==> config.mk <==
export PLATFORM = sky130hd
export DESIGN_NAME = dma_read_top
export DESIGN_NICKNAME = d
export VERILOG_FILES = /design/src/hw/dma_cfg_pkg.sv /design/src/hw/mbus_pkg.sv /design/src/hw/dma_csr.sv /design/src/hw/dma_fifo.sv /design/src/hw/dma_read_engine.sv /design/src/hw/dma_read_top.sv
export SDC_FILE = /design/constraint.sdc
export NUM_CORES = 2
export LEC_CHECK = 0
export ABC_AREA = 1
export BUFFER_PORTS_ARGS = -buffer_cell sky130_fd_sc_hd__buf_2
export CORE_AREA = 2 2 606 608
export CTS_BUF_LIST = sky130_fd_sc_hd__clkbuf_16
export DETAILED_ROUTE_END_ITERATION = 10
export DIE_AREA = 0 0 608 610
export GPL_ROUTABILITY_DRIVEN = 0
export PLACE_DENSITY_LB_ADDON = 0.08
export SYNTH_ARGS = -nofsm -noshare
export SYNTH_HDL_FRONTEND = slang
export SYNTH_SLANG_ARGS = --single-unit
==> constraint.sdc <==
create_clock -name frame_clk -period 9.9 [get_ports frame_clk]
set_clock_uncertainty 0.05 [all_clocks]
set_input_delay 1.98 -clock frame_clk [delete_from_list [all_inputs] [get_ports frame_clk]]
set_output_delay 1.98 -clock frame_clk [all_outputs]
set_load 0.02 [all_outputs]
==> src/hw/dma_cfg_pkg.sv <==
package dma_cfg_pkg;

	// Register port
	localparam int CSR_ADDR_W = 4;

	// Register offsets
	localparam logic [CSR_ADDR_W-1:0] REG_START = 4'h0;
	localparam logic [CSR_ADDR_W-1:0] REG_LEN = 4'h4;
	localparam logic [CSR_ADDR_W-1:0] REG_CMD = 4'h8;

	// Commands
	localparam int CMD_W = 2;
	localparam logic [CMD_W-1:0] CMD_STOP = 2'd0;
	localparam logic [CMD_W-1:0] CMD_ONCE = 2'd1;
	localparam logic [CMD_W-1:0] CMD_AUTO = 2'd2;

	// Command register layout, low bits only
	typedef struct packed {
		logic [29:0] rsvd;
		logic [CMD_W-1:0] cmd;
	} csr_cmd_t;

	// A written word is an address/length value or a command
	typedef union packed {
		logic [31:0] value;
		csr_cmd_t ctl;
	} csr_word_u;

	// Beat FIFO
	localparam int FIFO_DEPTH = 32;
	localparam int FIFO_AW = 5;

endpackage

==> src/hw/mbus_pkg.sv <==
package mbus_pkg;

	// Bus field widths
	localparam int MBUS_ADDR_W = 32;
	localparam int MBUS_DATA_W = 64;
	localparam int MBUS_LEN_W = 4;
	localparam int MBUS_DID_W = 4;

	// Request mode code for a read
	localparam logic MBUS_MODE_READ = 1'b1;

	// Credit counter
	localparam int MBUS_CREDIT_W = 3;
	localparam logic [MBUS_CREDIT_W-1:0] MBUS_CREDITS_INIT = 3'd4;

	// One burst is a 64 byte line, eight beats of 8 bytes
	localparam logic [MBUS_LEN_W-1:0] MBUS_BURST_BEATS = 4'd8;
	localparam logic [MBUS_ADDR_W-1:0] MBUS_BURST_BYTES = 32'd64;

	// Device id on the bus
	localparam logic [MBUS_DID_W-1:0] DMA_DID = 4'h3;

endpackage

==> src/hw/dma_csr.sv <==
`timescale 1ns/100ps

module dma_csr (
	input  logic frame_clk,
	input  logic frame_rst_b,
	input  logic csr_valid,
	input  logic [dma_cfg_pkg::CSR_ADDR_W-1:0] csr_addr,
	input  dma_cfg_pkg::csr_word_u csr_wdata,
	input  logic once_done,
	output logic [31:0] start_addr,
	output logic [31:0] xfer_len,
	output logic [dma_cfg_pkg::CMD_W-1:0] cmd,
	output logic cmd_written,
	output logic csr_busy_b
);

	logic wr_start;
	logic wr_len;
	logic wr_cmd;

	// Address decode
	assign wr_start = csr_valid && (csr_addr == dma_cfg_pkg::REG_START);
	assign wr_len = csr_valid && (csr_addr == dma_cfg_pkg::REG_LEN);
	assign wr_cmd = csr_valid && (csr_addr == dma_cfg_pkg::REG_CMD);

	always_ff @(posedge frame_clk or negedge frame_rst_b) begin
		if (!frame_rst_b) begin
			start_addr <= '0;
			xfer_len <= '0;
		end else begin
			if (wr_start)
				start_addr <= csr_wdata.value;
			if (wr_len)
				xfer_len <= csr_wdata.value;
		end
	end

	// Trigger-once completion drops back to stop, a write in the same cycle wins
	always_ff @(posedge frame_clk or negedge frame_rst_b) begin
		if (!frame_rst_b) begin
			cmd <= dma_cfg_pkg::CMD_STOP;
			cmd_written <= 1'b0;
		end else begin
			cmd_written <= wr_cmd;
			if (wr_cmd)
				cmd <= csr_wdata.ctl.cmd;
			else if (once_done)
				cmd <= dma_cfg_pkg::CMD_STOP;
		end
	end

	// Write done, one cycle after any accepted write
	always_ff @(posedge frame_clk or negedge frame_rst_b) begin
		if (!frame_rst_b)
			csr_busy_b <= 1'b0;
		else
			csr_busy_b <= csr_valid;
	end

endmodule

==> src/hw/dma_fifo.sv <==
`timescale 1ns/100ps

module dma_fifo (
	input  logic frame_clk,
	input  logic frame_rst_b,
	input  logic beat_valid,
	input  logic [mbus_pkg::MBUS_DATA_W-1:0] beat_data,
	input  logic request,
	output logic [dma_cfg_pkg::FIFO_AW:0] fill_count,
	output logic [mbus_pkg::MBUS_DATA_W-1:0] data,
	output logic data_ready,
	output logic fifo_empty
);

	logic [mbus_pkg::MBUS_DATA_W-1:0] mem [dma_cfg_pkg::FIFO_DEPTH];
	logic [dma_cfg_pkg::FIFO_AW-1:0] wr_ptr;
	logic [dma_cfg_pkg::FIFO_AW-1:0] rd_ptr;
	logic push;
	logic pop;

	assign fifo_empty = (fill_count == '0);

	// Engine never issues a burst that would not fit
	assign push = beat_valid;
	assign pop = request && !fifo_empty;

	always_ff @(posedge frame_clk) begin
		if (push)
			mem[wr_ptr] <= beat_data;
	end

	always_ff @(posedge frame_clk or negedge frame_rst_b) begin
		if (!frame_rst_b) begin
			wr_ptr <= '0;
			rd_ptr <= '0;
		end else begin
			if (push)
				wr_ptr <= wr_ptr + 1'b1;
			if (pop)
				rd_ptr <= rd_ptr + 1'b1;
		end
	end

	// Push and pop together leave the count alone
	always_ff @(posedge frame_clk or negedge frame_rst_b) begin
		if (!frame_rst_b) begin
			fill_count <= '0;
		end else begin
			case ({push, pop})
				2'b10: fill_count <= fill_count + 1'b1;
				2'b01: fill_count <= fill_count - 1'b1;
				default: fill_count <= fill_count;
			endcase
		end
	end

	// User side, word appears on the edge after the request
	always_ff @(posedge frame_clk or negedge frame_rst_b) begin
		if (!frame_rst_b)
			data_ready <= 1'b0;
		else
			data_ready <= pop;
	end

	always_ff @(posedge frame_clk) begin
		if (pop)
			data <= mem[rd_ptr];
	end

endmodule

==> src/hw/dma_read_engine.sv <==
`timescale 1ns/100ps

module dma_read_engine (
	input  logic frame_clk,
	input  logic frame_rst_b,
	input  logic [31:0] start_addr,
	input  logic [31:0] xfer_len,
	input  logic [dma_cfg_pkg::CMD_W-1:0] cmd,
	input  logic cmd_written,
	input  logic [dma_cfg_pkg::FIFO_AW:0] fill_count,
	input  logic mbus_credit,
	input  logic mbus_rsp_valid,
	input  logic [mbus_pkg::MBUS_DID_W-1:0] mbus_rsp_did,
	input  logic [mbus_pkg::MBUS_DATA_W-1:0] mbus_rsp_data,
	output logic once_done,
	output logic mbus_req_valid,
	output logic mbus_req_mode,
	output logic [mbus_pkg::MBUS_DID_W-1:0] mbus_req_did,
	output logic [mbus_pkg::MBUS_ADDR_W-1:0] mbus_req_addr,
	output logic [mbus_pkg::MBUS_LEN_W-1:0] mbus_req_len,
	output logic beat_valid,
	output logic [mbus_pkg::MBUS_DATA_W-1:0] beat_data
);

	logic triggered;
	logic read_pending;
	logic [mbus_pkg::MBUS_ADDR_W-1:0] cur_addr;
	logic [mbus_pkg::MBUS_ADDR_W-1:0] end_addr;
	logic [2:0] beat_cnt;
	logic [mbus_pkg::MBUS_CREDIT_W-1:0] credits;
	logic credit_avail;
	logic almost_full;
	logic beat_accept;
	logic burst_last;
	logic load;

	assign credit_avail = (credits != '0);

	// Fewer than a burst worth of free slots
	assign almost_full = fill_count > (dma_cfg_pkg::FIFO_DEPTH - mbus_pkg::MBUS_BURST_BEATS);

	// Our own beats only
	assign beat_accept = mbus_rsp_valid && (mbus_rsp_did == mbus_pkg::DMA_DID);
	assign burst_last = beat_accept && read_pending && (beat_cnt == 3'd7);

	// Idle with a run command, and the last region fully retired
	assign load = !triggered && !read_pending && !once_done &&
		((cmd == dma_cfg_pkg::CMD_ONCE) || (cmd == dma_cfg_pkg::CMD_AUTO));

	assign mbus_req_valid = triggered && !read_pending && credit_avail && !almost_full;
	assign mbus_req_mode = mbus_pkg::MBUS_MODE_READ;
	assign mbus_req_did = mbus_pkg::DMA_DID;
	assign mbus_req_addr = cur_addr;
	assign mbus_req_len = mbus_pkg::MBUS_BURST_BEATS;

	assign beat_valid = beat_accept;
	assign beat_data = mbus_rsp_data;

	// Trigger FSM and address walk
	always_ff @(posedge frame_clk or negedge frame_rst_b) begin
		if (!frame_rst_b) begin
			triggered <= 1'b0;
			read_pending <= 1'b0;
			once_done <= 1'b0;
			cur_addr <= '0;
			end_addr <= '0;
		end else begin
			once_done <= 1'b0;
			if (mbus_req_valid)
				read_pending <= 1'b1;
			if (burst_last)
				read_pending <= 1'b0;
			if (burst_last && triggered) begin
				if (end_addr == cur_addr + mbus_pkg::MBUS_BURST_BYTES) begin
					triggered <= 1'b0;
					once_done <= (cmd == dma_cfg_pkg::CMD_ONCE);
				end else begin
					cur_addr <= cur_addr + mbus_pkg::MBUS_BURST_BYTES;
				end
			end
			if (load) begin
				triggered <= 1'b1;
				cur_addr <= start_addr;
				end_addr <= start_addr + xfer_len;
			end
			// New command restarts from idle
			if (cmd_written)
				triggered <= 1'b0;
		end
	end

	// Beat position within the burst
	always_ff @(posedge frame_clk or negedge frame_rst_b) begin
		if (!frame_rst_b)
			beat_cnt <= '0;
		else if (mbus_req_valid)
			beat_cnt <= '0;
		else if (beat_accept)
			beat_cnt <= beat_cnt + 3'd1;
	end

	// Credits back from the bus, one spent per request
	always_ff @(posedge frame_clk or negedge frame_rst_b) begin
		if (!frame_rst_b) begin
			credits <= mbus_pkg::MBUS_CREDITS_INIT;
		end else begin
			case ({mbus_credit, mbus_req_valid})
				2'b10: credits <= credits + 3'd1;
				2'b01: credits <= credits - 3'd1;
				default: credits <= credits;
			endcase
		end
	end

endmodule

==> src/hw/dma_read_top.sv <==
`timescale 1ns/100ps

module dma_read_top (
	input  logic frame_clk,
	input  logic frame_rst_b,
	input  logic csr_valid,
	input  logic [dma_cfg_pkg::CSR_ADDR_W-1:0] csr_addr,
	input  dma_cfg_pkg::csr_word_u csr_wdata,
	output logic csr_busy_b,
	output logic mbus_req_valid,
	output logic mbus_req_mode,
	output logic [mbus_pkg::MBUS_DID_W-1:0] mbus_req_did,
	output logic [mbus_pkg::MBUS_ADDR_W-1:0] mbus_req_addr,
	output logic [mbus_pkg::MBUS_LEN_W-1:0] mbus_req_len,
	input  logic mbus_credit,
	input  logic mbus_rsp_valid,
	input  logic [mbus_pkg::MBUS_DID_W-1:0] mbus_rsp_did,
	input  logic [mbus_pkg::MBUS_DATA_W-1:0] mbus_rsp_data,
	input  logic request,
	output logic [mbus_pkg::MBUS_DATA_W-1:0] data,
	output logic data_ready,
	output logic fifo_empty
);

	logic [31:0] start_addr;
	logic [31:0] xfer_len;
	logic [dma_cfg_pkg::CMD_W-1:0] cmd;
	logic cmd_written;
	logic once_done;
	logic [dma_cfg_pkg::FIFO_AW:0] fill_count;
	logic beat_valid;
	logic [mbus_pkg::MBUS_DATA_W-1:0] beat_data;

	dma_csr csr0 (
		.frame_clk(frame_clk),
		.frame_rst_b(frame_rst_b),
		.csr_valid(csr_valid),
		.csr_addr(csr_addr),
		.csr_wdata(csr_wdata),
		.once_done(once_done),
		.start_addr(start_addr),
		.xfer_len(xfer_len),
		.cmd(cmd),
		.cmd_written(cmd_written),
		.csr_busy_b(csr_busy_b)
	);

	dma_read_engine eng0 (
		.frame_clk(frame_clk),
		.frame_rst_b(frame_rst_b),
		.start_addr(start_addr),
		.xfer_len(xfer_len),
		.cmd(cmd),
		.cmd_written(cmd_written),
		.fill_count(fill_count),
		.mbus_credit(mbus_credit),
		.mbus_rsp_valid(mbus_rsp_valid),
		.mbus_rsp_did(mbus_rsp_did),
		.mbus_rsp_data(mbus_rsp_data),
		.once_done(once_done),
		.mbus_req_valid(mbus_req_valid),
		.mbus_req_mode(mbus_req_mode),
		.mbus_req_did(mbus_req_did),
		.mbus_req_addr(mbus_req_addr),
		.mbus_req_len(mbus_req_len),
		.beat_valid(beat_valid),
		.beat_data(beat_data)
	);

	dma_fifo fifo0 (
		.frame_clk(frame_clk),
		.frame_rst_b(frame_rst_b),
		.beat_valid(beat_valid),
		.beat_data(beat_data),
		.request(request),
		.fill_count(fill_count),
		.data(data),
		.data_ready(data_ready),
		.fifo_empty(fifo_empty)
	);

endmodule

==> run_results.csv <==
group,metric,value,unit
grt,grt_max_degree,165,
synthesis,async_reset_ff_share,6.96,%
worst_hold_path,min_path_type,"register to register",
timing,rsz0062_at_grt,"false",
clock_tree,cts_max_level,5,
pwr,p_leak,34.8,nW
route,avgRoutedWirePerCell,26.5,um
grt,overflow,0,
clock_tree,clk_path_buf_depth,4,
grt,antenna_found_initial,31,
route,dr.pass1.iters,5,
clock_tree,clkTransAtPathRegs,50,ps
clock_tree,clk_latency,900,ps
synthesis,syn_inst,7130,
floorplanning,io_pins,219,
synthesis,synth.distinct_cells,48,
floorplanning,die_w,608,um
critical_path,cp-end-kind,"register",
floorplanning,die_y,610,um
finish,regArea,67400,um^2
timing,finalSetupViolations,0,
synthesis,synth_ff_type,"edfxtp_1",
worst_hold_path,min_from,"csr0.cmd_written$_DFF_PN0_",
pwr,ir_drop,0.000213,V
critical_path,slowest_delay,680,ps
clock_tree,cts_tree,"built",
place,port-buffer-count,209,
finish,multi_input_area,21100,um^2
run_status,status,"complete, no violations",
synthesis,synth-seq-cells,2270,
clock_tree,cts_root_buf,"clkbuf_16",
route,ant_nets,0,
timing,post-route-period-util,47.5,%
synthesis,synth_edf_count,2112,
clock_tree,postCtsHoldBufs,0,
clock_tree,cts_resized,0,
floorplanning,die-area,371000,um^2
timing,period_minus_slack,4700,ps
critical_path,crit_slowest_cell,"nor2_4",
synthesis,ys.warnings.count,0,
critical_path,timing_worst_setup_path_type,"primary input to register",
timing,maxSlewHeadroom,27.4,%
timing,worst_slack,5200,ps
clock_tree,post_cts_buffers,0,
finish,fillers,37200,
timing,final-max-slew-violation-count,0,
route,dr_total_vias,58600,
critical_path,critPathArrivalTime,5130,ps
critical_path,cp_data_required_time,10330,ps
synthesis,yosysSeqAreaShare,74.3,%
pwr,power,0.0302,W
timing,hold_viol_final,0,
synthesis,syn_area_per_cell,12.7,um^2
critical_path,startpoint_type,"primary input",
timing,max_freq,213,MHz
critical_path,crit_path_frequent_cell,"buf_4",
floorplanning,start_util,24.9,%
timing,whs,340,ps
route,drc,0,
place,dp_hpwl,178,mm
finish,fin_nets,7439,
pwr,pwr_density_cell,286,nW/um^2
place,place_ws,4170,ps
grt,first_global_vias,58700,
critical_path,timing.rr.start,"fifo0.rd_ptr[0]$_DFFE_PN0P_",
grt,grt_pass1_wl,458,mm
critical_path,worstPathCellList,"buf_2 -> nor3_1 -> and2_1 -> buf_4 -> nand2_1 -> nor2_4 -> buf_4 -> buf_4",
timing,setup-tns-final,0,ps
synthesis,synth.cell_area,90700,um^2
critical_path,worstPathMaxFanout,33,
grt,grt_usage,17.1,%
clock_tree,numCtsBuffers,277,
clock_tree,cts.sinks,2270,
finish,layout-drive-gt1-share,10.0,%
timing,tightest_slew,1090,ps
route,drtIter0Drc,4443,
floorplanning,core.rowCount,222,
floorplanning,core,364000,um^2
finish,area_growth,16.6,%
flow_run,drv_cap,0,
route,wl,326,mm
critical_path,crit_start,"mbus_rsp_did[3]",
route,avgViaCountPerCell,4.76,
finish,final_util,29.0,%
==> state kept, by name (all words and copies together) (netlist names), 2 cells and up <==
register and cells:
fifo0.mem 2048, fifo0.data 64, csr0.start_addr 32, csr0.xfer_len 32
eng0.end_addr 32, eng0.mbus_req_addr 32, fifo0.fill_count 6, fifo0.rd_ptr 5
fifo0.wr_ptr 5, eng0.beat_cnt 3, eng0.credits 3, csr0.cmd 2
==> cell usage in the layout (no fill, tap or decap), types with 101 or more instances in the layout <==
| cell | synthesis | final |
|---|---|---|
| o221ai_1 | 177 | 177 |
| o22ai_1 | 336 | 336 |
| clkbuf_16 | 0 | 284 |
| buf_2 | 15 | 208 |
| buf_4 | 11 | 110 |
| a31oi_1 | 101 | 101 |
| o21ai_0 | 1197 | 1197 |
| nor2_1 | 1223 | 1193 |
| nand3_1 | 184 | 182 |
| dfrtp_1 | 157 | 153 |
| nand2_1 | 644 | 644 |
| inv_1 | 176 | 252 |
| edfxtp_1 | 2112 | 2112 |
==> cells by family after synthesis <==
group	share of synthesized area (%)
simple gates	9.45
compound gates	12.4
buf+inv	2.78
mux	0.0110
other cells	0.00828
xor+xnor	0.348
fa+ha+maj	0.701
flops	74.3
==> area by class of cell <==
cell class / count / share of cell area, %
tap: 4816 / 5.70
clock buffer: 284 / 6.72
antenna: 5 / 0.0118
inverter: 182 / 0.696
timing repair buffer: 334 / 2.06
clock inverter: 200 / 1.13
multi-input combinational: 4215 / 19.9
sequential: 2270 / 63.8
==> worst max-delay path, delay by kind of cell <==
family / cells / cell delay [ps]
buffers and inverters: 4 / 1520
and+or+nand+nor: 4 / 1480
==> synth_stat cells (2+ instances only) <==
master	number	area (um^2)
o211ai_1	12	90.1
nand4_1	18	113
edfxtp_1	2112	63400
a41oi_1	8	70.1
nand2_1	644	2420
inv_1	176	661
nor4_1	4	25.0
buf_1	14	52.6
buf_4	11	82.6
o21ai_0	1197	5990
clkbuf_1	427	1600
o21a_1	4	30.0
dfrtp_1	157	3930
a21oi_1	95	475
buf_6	2	22.5
a32oi_1	6	52.6
nand2_2	5	31.3
o221ai_1	177	1550
clkinv_1	4	15.0
conb_1	2	7.51
a221oi_1	9	78.8
nand3b_1	13	97.6
nor2_2	8	50.1
nor2_4	3	33.8
nand2_4	2	22.5
and2_1	3	18.8
buf_2	15	75.1
nor3_1	39	195
o22ai_1	336	2100
nor2_1	1223	4590
or2_2	6	37.5
a211oi_1	10	75.1
fa_1	3	60.1
inv_2	2	7.51
nand3_1	184	921
a31oi_1	101	632
o21bai_1	8	60.1
xor2_1	19	166
xnor2_1	17	149
ha_1	46	576
==> layer usage <==
metal | part of all wire, % | track usage (%) | vias up
li1 | - | - | 26700
met1 | 46 | 23.6 | 30200
met2 | 47 | 28.4 | 1268
met3 | 4.1 | 2.49 | 374
met4 | 2.2 | 3.80 | 6
met5 | 0.011 | 0 | -
==> power by group <==
group          internal, W  switching (W)
Clock              0.00541        0.00409
Sequential          0.0110       0.000439
Combinational      0.00239        0.00690
Total               0.0188         0.0114
==> path summary, 6_finish.rpt <==
path	to	depth (start not counted)	slack, ps
max	fifo0.mem[22][57]$_DFFE_PP_	8	5200
min	eng0.triggered$_DFFE_PN0P_	1	340
max reg2reg	fifo0.data[49]$_DFFE_PP_	7	5460
min reg2reg	eng0.triggered$_DFFE_PN0P_	1	340
max in group asynchronous	eng0.mbus_req_addr[19]$_DFFE_PN0P_	2	7470
min in group asynchronous	csr0.csr_busy_b$_DFF_PN0_	1	1030
==> stage by stage <==
step / cells / cell area, um^2
3_3_place_gp: 11800 / 97400
6_report: 12300 / 106000
4_1_cts: 12300 / 106000
3_5_place_dp: 11800 / 97400
2_1_floorplan: 7137 / 90700
5_1_grt: 12300 / 106000
Power figures use the tool's default switching activity.
